--- src/verilog/dsp_mac_cfg.svh ---
`ifndef DSP_MAC_CFG_SVH
`define DSP_MAC_CFG_SVH

// lane multiplicand width.
`define DSP_A_W 10

// lane multiplier width.
`define DSP_B_W 9

// lane accumulator width, two of these make up the packed result.
`define DSP_ACC_W 32

// shift amount covers 0 to 31.
`define DSP_SHIFT_W 5

`endif

--- src/verilog/dsp_mac_pkg.sv ---
`default_nettype none

package dsp_mac_pkg;

	`include "dsp_mac_cfg.svh"

	// signed lane operands.
	typedef logic signed [`DSP_A_W-1:0] dsp_a_t;
	typedef logic signed [`DSP_B_W-1:0] dsp_b_t;

	// signed lane accumulator.
	typedef logic signed [`DSP_ACC_W-1:0] dsp_acc_t;

	// right shift amount, always unsigned.
	typedef logic [`DSP_SHIFT_W-1:0] dsp_shift_t;

	// lane 1 in the upper half, lane 2 in the lower half.
	typedef logic [2*`DSP_ACC_W-1:0] dsp_p_t;

endpackage

`default_nettype wire

--- src/verilog/dsp_op_if.sv ---
`timescale 1ns/1ps
`default_nettype none

interface dsp_op_if;

	import dsp_mac_pkg::*;

	dsp_a_t a1; // lane 1 operands.
	dsp_b_t b1;
	dsp_a_t a2; // lane 2 operands.
	dsp_b_t b2;

	logic subtract; // shared by both lanes.
	dsp_shift_t shift;
	logic round;

	// single-cycle strobe, qualifies everything above.
	logic load;

	modport src (
		output a1, b1, a2, b2,
		output subtract, shift, round,
		output load
	);

	modport dst (
		input a1, b1, a2, b2,
		input subtract, shift, round,
		input load
	);

endinterface

`default_nettype wire

--- src/verilog/dsp_operand_stage.sv ---
`timescale 1ns/1ps
`default_nettype none

module dsp_operand_stage (
	input  logic                   clk,
	input  logic                   reset,

	input  dsp_mac_pkg::dsp_a_t     a1_i,
	input  dsp_mac_pkg::dsp_b_t     b1_i,
	input  dsp_mac_pkg::dsp_a_t     a2_i,
	input  dsp_mac_pkg::dsp_b_t     b2_i,

	input  logic                   subtract_i,
	input  dsp_mac_pkg::dsp_shift_t shift_right_i,
	input  logic                   round_i,
	input  logic                   load_acc_i,

	dsp_op_if.src                  op
);

	// control register, one cycle behind the ports.
	always_ff @(posedge clk) begin
		if (reset) begin
			op.load     <= 1'b0;
			op.subtract <= 1'b0;
			op.shift    <= '0;
			op.round    <= 1'b0;
		end else begin
			op.load     <= load_acc_i;
			op.subtract <= subtract_i;
			op.shift    <= shift_right_i;
			op.round    <= round_i;
		end
	end

	// operand registers.
	// captured every cycle so they stay aligned with the registered strobe,
	// the accumulator ignores them unless load is high.
	always_ff @(posedge clk) begin
		op.a1 <= a1_i; // lane 1.
		op.b1 <= b1_i;
		op.a2 <= a2_i; // lane 2.
		op.b2 <= b2_i;
	end

endmodule

`default_nettype wire

--- src/verilog/dsp_round_shift.sv ---
`timescale 1ns/1ps
`default_nettype none

module dsp_round_shift (
	input  dsp_mac_pkg::dsp_acc_t   value_i,
	input  dsp_mac_pkg::dsp_shift_t shift_i,
	input  logic                   round_i,
	output dsp_mac_pkg::dsp_acc_t   value_o
);

	import dsp_mac_pkg::*;

	dsp_acc_t   shifted;
	dsp_shift_t rnd_pos;
	logic       rnd_bit;

	always_comb begin
		// sign fill, value_i is a signed type.
		shifted = value_i >>> shift_i;

		// last bit shifted out, only meaningful for a nonzero shift.
		rnd_pos = shift_i - 1'b1;

		// round half up.
		// a zero shift is a pass-through, so no round bit there.
		if (round_i && (shift_i != '0)) begin
			rnd_bit = value_i[rnd_pos];
		end else begin
			rnd_bit = 1'b0;
		end

		value_o = shifted + dsp_acc_t'(rnd_bit); // wraps at the lane width.
	end

endmodule

`default_nettype wire

--- src/verilog/dsp_fractured_accum.sv ---
`timescale 1ns/1ps
`default_nettype none

`include "dsp_mac_cfg.svh"

module dsp_fractured_accum (
	input  logic                clk,
	input  logic                reset,

	dsp_op_if.dst               op,

	output dsp_mac_pkg::dsp_p_t  p_o,
	output logic                p_valid_o
);

	import dsp_mac_pkg::*;

	localparam int LANES  = 2;
	localparam int PROD_W = `DSP_A_W + `DSP_B_W; // full signed product.

	dsp_a_t   a_lane   [LANES];
	dsp_b_t   b_lane   [LANES];
	dsp_acc_t acc      [LANES];
	dsp_acc_t acc_next [LANES];

	logic load_q; // load delayed by one, drives the output register.

	// index 0 is lane 1, index 1 is lane 2.
	assign a_lane[0] = op.a1;
	assign b_lane[0] = op.b1;
	assign a_lane[1] = op.a2;
	assign b_lane[1] = op.b2;

	for (genvar i = 0; i < LANES; i++) begin : g_lane
		logic signed [PROD_W-1:0] prod;
		dsp_acc_t                 prod_ext;
		dsp_acc_t                 sum;

		assign prod     = a_lane[i] * b_lane[i];
		assign prod_ext = dsp_acc_t'(prod); // sign extended.

		// add or subtract, wraps at 32 bits.
		assign sum = op.subtract ? (acc[i] - prod_ext) : (acc[i] + prod_ext);

		// shift and round sit in the same stage as the sum,
		// so back-to-back strobes see the fresh accumulator.
		dsp_round_shift u_round_shift (
			.value_i (sum),
			.shift_i (op.shift),
			.round_i (op.round),
			.value_o (acc_next[i])
		);
	end

	// lane accumulators.
	always_ff @(posedge clk) begin
		if (reset) begin
			for (int i = 0; i < LANES; i++) begin
				acc[i] <= '0;
			end
		end else if (op.load) begin
			for (int i = 0; i < LANES; i++) begin
				acc[i] <= acc_next[i];
			end
		end
	end

	// packed result, one cycle after the accumulators.
	always_ff @(posedge clk) begin
		if (reset) begin
			load_q    <= 1'b0;
			p_o       <= '0;
			p_valid_o <= 1'b0;
		end else begin
			load_q    <= op.load;
			p_valid_o <= load_q;
			if (load_q) begin
				p_o <= {acc[0], acc[1]}; // lane 1 high, lane 2 low.
			end
		end
	end

endmodule

`default_nettype wire

--- src/verilog/dsp_mac_tile.sv ---
`timescale 1ns/1ps
`default_nettype none

module dsp_mac_tile (
	input  logic                   clk,
	input  logic                   reset,

	// lane 1 operands.
	input  dsp_mac_pkg::dsp_a_t     a1_i,
	input  dsp_mac_pkg::dsp_b_t     b1_i,

	// lane 2 operands.
	input  dsp_mac_pkg::dsp_a_t     a2_i,
	input  dsp_mac_pkg::dsp_b_t     b2_i,

	// shared controls, valid with the strobe.
	input  logic                   subtract_i,
	input  dsp_mac_pkg::dsp_shift_t shift_right_i,
	input  logic                   round_i,
	input  logic                   load_acc_i,

	// packed accumulators, two cycles after the strobe.
	output dsp_mac_pkg::dsp_p_t     p_o,
	output logic                   p_valid_o
);

	// registered operands and controls.
	dsp_op_if op_if ();

	dsp_operand_stage u_operand_stage (
		.clk           (clk),
		.reset         (reset),
		.a1_i          (a1_i),
		.b1_i          (b1_i),
		.a2_i          (a2_i),
		.b2_i          (b2_i),
		.subtract_i    (subtract_i),
		.shift_right_i (shift_right_i),
		.round_i       (round_i),
		.load_acc_i    (load_acc_i),
		.op            (op_if.src)
	);

	dsp_fractured_accum u_fractured_accum (
		.clk       (clk),
		.reset     (reset),
		.op        (op_if.dst),
		.p_o       (p_o),
		.p_valid_o (p_valid_o)
	);

endmodule

`default_nettype wire

--- config.mk ---
export PLATFORM = sky130hd
export DESIGN_NAME = dsp_mac_tile
export DESIGN_NICKNAME = d
export VERILOG_FILES = /design/src/verilog/dsp_mac_pkg.sv /design/src/verilog/dsp_op_if.sv /design/src/verilog/dsp_operand_stage.sv /design/src/verilog/dsp_round_shift.sv /design/src/verilog/dsp_fractured_accum.sv /design/src/verilog/dsp_mac_tile.sv
export VERILOG_INCLUDE_DIRS = /design/src /design/src/verilog
export SDC_FILE = /design/constraint.sdc
export NUM_CORES = 1
export LEC_CHECK = 0
export BUFFER_PORTS_ARGS = -buffer_cell sky130_fd_sc_hd__buf_4
export CAP_MARGIN = 5
export CORE_ASPECT_RATIO = 1.25
export CORE_UTILIZATION = 60
export DETAILED_ROUTE_END_ITERATION = 16
export PLACE_DENSITY = 0.78
export SLEW_MARGIN = 5
export SYNTH_ARGS = -nofsm -noshare
export SYNTH_HDL_FRONTEND = slang
export SYNTH_SLANG_ARGS = --single-unit
--- constraint.sdc ---
create_clock -name clk -period 22.3 [get_ports clk]
set_input_delay 4.46 -clock clk [delete_from_list [all_inputs] [get_ports clk]]
set_output_delay 4.46 -clock clk [all_outputs]
set_load 0.01 [all_outputs]
==> summary.md <==
| Metric | Value |
|---|---|
| Root buffer cell | `clkbuf_16` |
| CTS tree | `built` |
| Worst Path Max Fanout | `19` |
| Syn Nets | `3479` |
| DR DRC count | `0` |
| Outcome | `finished, final reports clean` |
| Layout cells sized above 1 | `9.70%` |
| Top cells by area, synth | `fa_1 12%, dfxtp_1 8.9%, edfxtp_1 7.6%` |
| Layout Nets | `3453` |
| Max-cap violations | `0` |
| Min-delay src | `u_fractured_accum.p_o[24]$_SDFFE_PP0P_` |
| Vias in the first global route | `24500` |
| Gr usage total | `42.1%` |
| Worst hold path type | `reg2reg` |
| Die height | `231 um` |
| Cts bufs inserted | `17` |
| RSZ-0062 raised after global routing | `no` |
| 1st-pass router iterations | `6` |
| Synth warnings | `0` |
| Postcts setup bufs | `0` |
| Hold path cells | `2` |
| Max Slew Vio Count | `0` |
| Rel. slew slack | `17.9%` |
| Top Ports | `113` |
| # setup viols final | `0` |
| Reg2reg end | `u_fractured_accum.acc[0][19]$_SDFFCE_PN0P_` |
| Area delta synth->final | `6.53%` |
| Post-CTS Resized | `0` |
| WL per Instance | `24.8 um` |
| Grt total ovfl | `0` |
| Worst setup SP type | `flop` |
| Post-route ant nets | `0` |
| Critical Path RT | `22640 ps` |
| Top cells by count, synth | `306 x nand2_1, 291 x nor2_1, 239 x inv_1` |
| Tmin final | `12510 ps` |
| Hold Violations, Final | `0` |
| Drt total wl | `90800 um` |
| RR Startpoint | `u_operand_stage.op.b1[8]$_DFF_P_` |
| Hold EP | `u_fractured_accum.p_o[24]$_SDFFE_PP0P_` |
| Core area | `0.0413 sq mm` |
| Die area | `0.0429 sq mm` |
| Worst setup EP type | `flop` |
| Critical-path top delay cell | `a21oi_1` |
| Antenna diode count | `0` |
| Die Wd | `185 um` |
| Reg clk slew, reported paths | `80 ps` |
| Clock buffer depth | `2` |
| Kind of critical path | `reg2reg` |
| Post-synth top area cell | `fa_1` |
| Largest net degree at the start of global routing | `76` |
| Number of vias per cell | `6.97` |
| Max Clk Rate | `79.9 MHz` |
| Routability-driven placement congestion ratio | `1.05` |
| Clock Latency Late Sink | `500 ps` |
| Vias | `25600` |
| Worst EP arrival | `12850 ps` |
| Port Buffers | `112` |
| Mapped Cells | `3126` |
| Post-Syn Area | `0.0253 sq mm` |
| Post-Route Setup TNS | `0 ps` |
| R2r worst-path depth | `39` |
| Ys flop type | `dfxtp_1` |
| Final Cycle Share | `56.1%` |
| Synth top area share | `12.4%` |
| Sequential element share of the synthesized area | `16.5%` |
| Initial DRC count | `2917` |
| R2r setup slk | `9790 ps` |
| Post-synth EDFFs | `64` |
| Fillers | `3432` |
| Post-cts hold buffer count | `0` |
| Htree depth | `4` |
| Worst setup path start | `u_operand_stage.op.b1[8]$_DFF_P_` |
| Initial antenna violation count | `2` |
| Final clock skew | `14.4 ps` |
| Count leader, synth | `nand2_1` |
| Core Rows | `83` |
| First-pass GRT wire length | `138000 um` |
| Final HPWL DP | `68900 um` |
| CTS sink count | `176` |
| Post-synthesis register bit count | `176` |
| Peak per-stage delay on the critical path | `700 ps` |
| Least-Margin Pin Slew | `1230 ps` |
| Synth async-reset ratio | `0%` |
| Syn avg cell area | `8.08 sq um` |
| Starting Density | `61.1%` |
| Unique masters post-synth | `111` |
==> critical path, delay by kind of cell, from the launching register on <==
kind	cells	cell delay (ps)
DFF	1	650
buffers and inverters	5	510
adders and majority gates	8	3660
and+or+nand+nor	10	3080
AOI/OAI and AO/OA	13	3470
muxes	3	950
==> stage by stage <==
stage	utilization [%]	setup slack, ps	hold slack, ps	area, sq um	std cells
after floorplan	-	11820	483	25300	3126
after global placement	63.6	10350	474	26300	3633
after detailed placement	63.6	10030	486	26300	3633
after CTS	65.1	10010	506	26900	3665
after global routing	65.1	8930	521	26900	3665
final	65.1	9790	502	26900	3665
==> worst max path at each step <==
stage	slack, ps	endpoint
after floorplan	11820	u_fractured_accum.acc[0][27]$_SDFFCE_PN0P_
after global routing	8930	u_fractured_accum.acc[0][19]$_SDFFCE_PN0P_
after CTS	10010	u_fractured_accum.acc[0][19]$_SDFFCE_PN0P_
final	9790	u_fractured_accum.acc[0][19]$_SDFFCE_PN0P_
after global placement	10350	u_fractured_accum.acc[0][19]$_SDFFCE_PN0P_
after detailed placement	10030	u_fractured_accum.acc[0][19]$_SDFFCE_PN0P_
==> final cells by class <==
type,count,area [sq um],area share (%)
clock inverters,13,130,0.484
well taps,552,691,2.57
clock buffers,19,475,1.77
flip-flops and latches,176,4170,15.5
inverters,241,905,3.36
repair buffers,142,1070,3.96
multi-input cells,2522,19500,72.3
==> per-layer routing <==
metal  wire length [um]  global-route usage, %  vias to the layer above
met3               9040                   8.17                      357
li1                   -                      -                    11300
met5                 45                  0.706                        -
met2              41300                   67.4                     1625
met1              35200                   53.2                    12300
met4               5250                   22.7                        4
==> cell families (layout without fill, tap and decap cells) <==
logic type      Yosys count  after routing  share of synthesized area, %
buf+inv                 428            415                          6.46
compound gates          789            789                          22.0
simple gates           1133           1133                          22.4
xor+xnor                138            138                          4.95
mux                     157            157                          8.00
flops                   176            176                          16.5
fa+ha+maj               305            305                          19.7
==> flip-flops by register name (all words and copies together), names as in the netlist <==
| signal | cells |
|---|---|
| u_operand_stage.op.shift | 5 |
| u_fractured_accum.p_valid_o | 1 |
| u_fractured_accum.load_q | 1 |
| u_fractured_accum.acc | 64 |
| u_operand_stage.op.round | 1 |
| u_operand_stage.op.subtract | 1 |
| u_operand_stage.op.a2 | 10 |
| u_operand_stage.op.b2 | 9 |
| u_fractured_accum.p_o | 64 |
| u_operand_stage.op.b1 | 9 |
| u_operand_stage.op.load | 1 |
| u_operand_stage.op.a1 | 10 |
==> cells in the final DEF, fill, tap and decap left out, drive strengths merged, types with 14 or more instances in the layout <==
master	instances
o21ai	141
a211oi	55
nor4	30
or3	31
nor2	291
nor3	71
fa	156
a2111oi	17
and3	29
edfxtp	64
ha	149
xor2	38
a211o	14
nor2b	31
mux2i	105
a221oi	14
nand3	88
inv	248
or4	22
and2	90
a31oi	36
o2111ai	17
a21o	46
o211ai	42
clkbuf	19
o22ai	15
nand4	34
buf	142
mux4	34
nand2	308
nand2b	31
dfxtp	112
or2	29
a311oi	15
o21a	26
o31ai	21
xnor2	97
mux2	18
a21oi	163
Power is not shown: default switching activity piles up to over one toggle a cycle in this logic, so the estimate is an artifact.
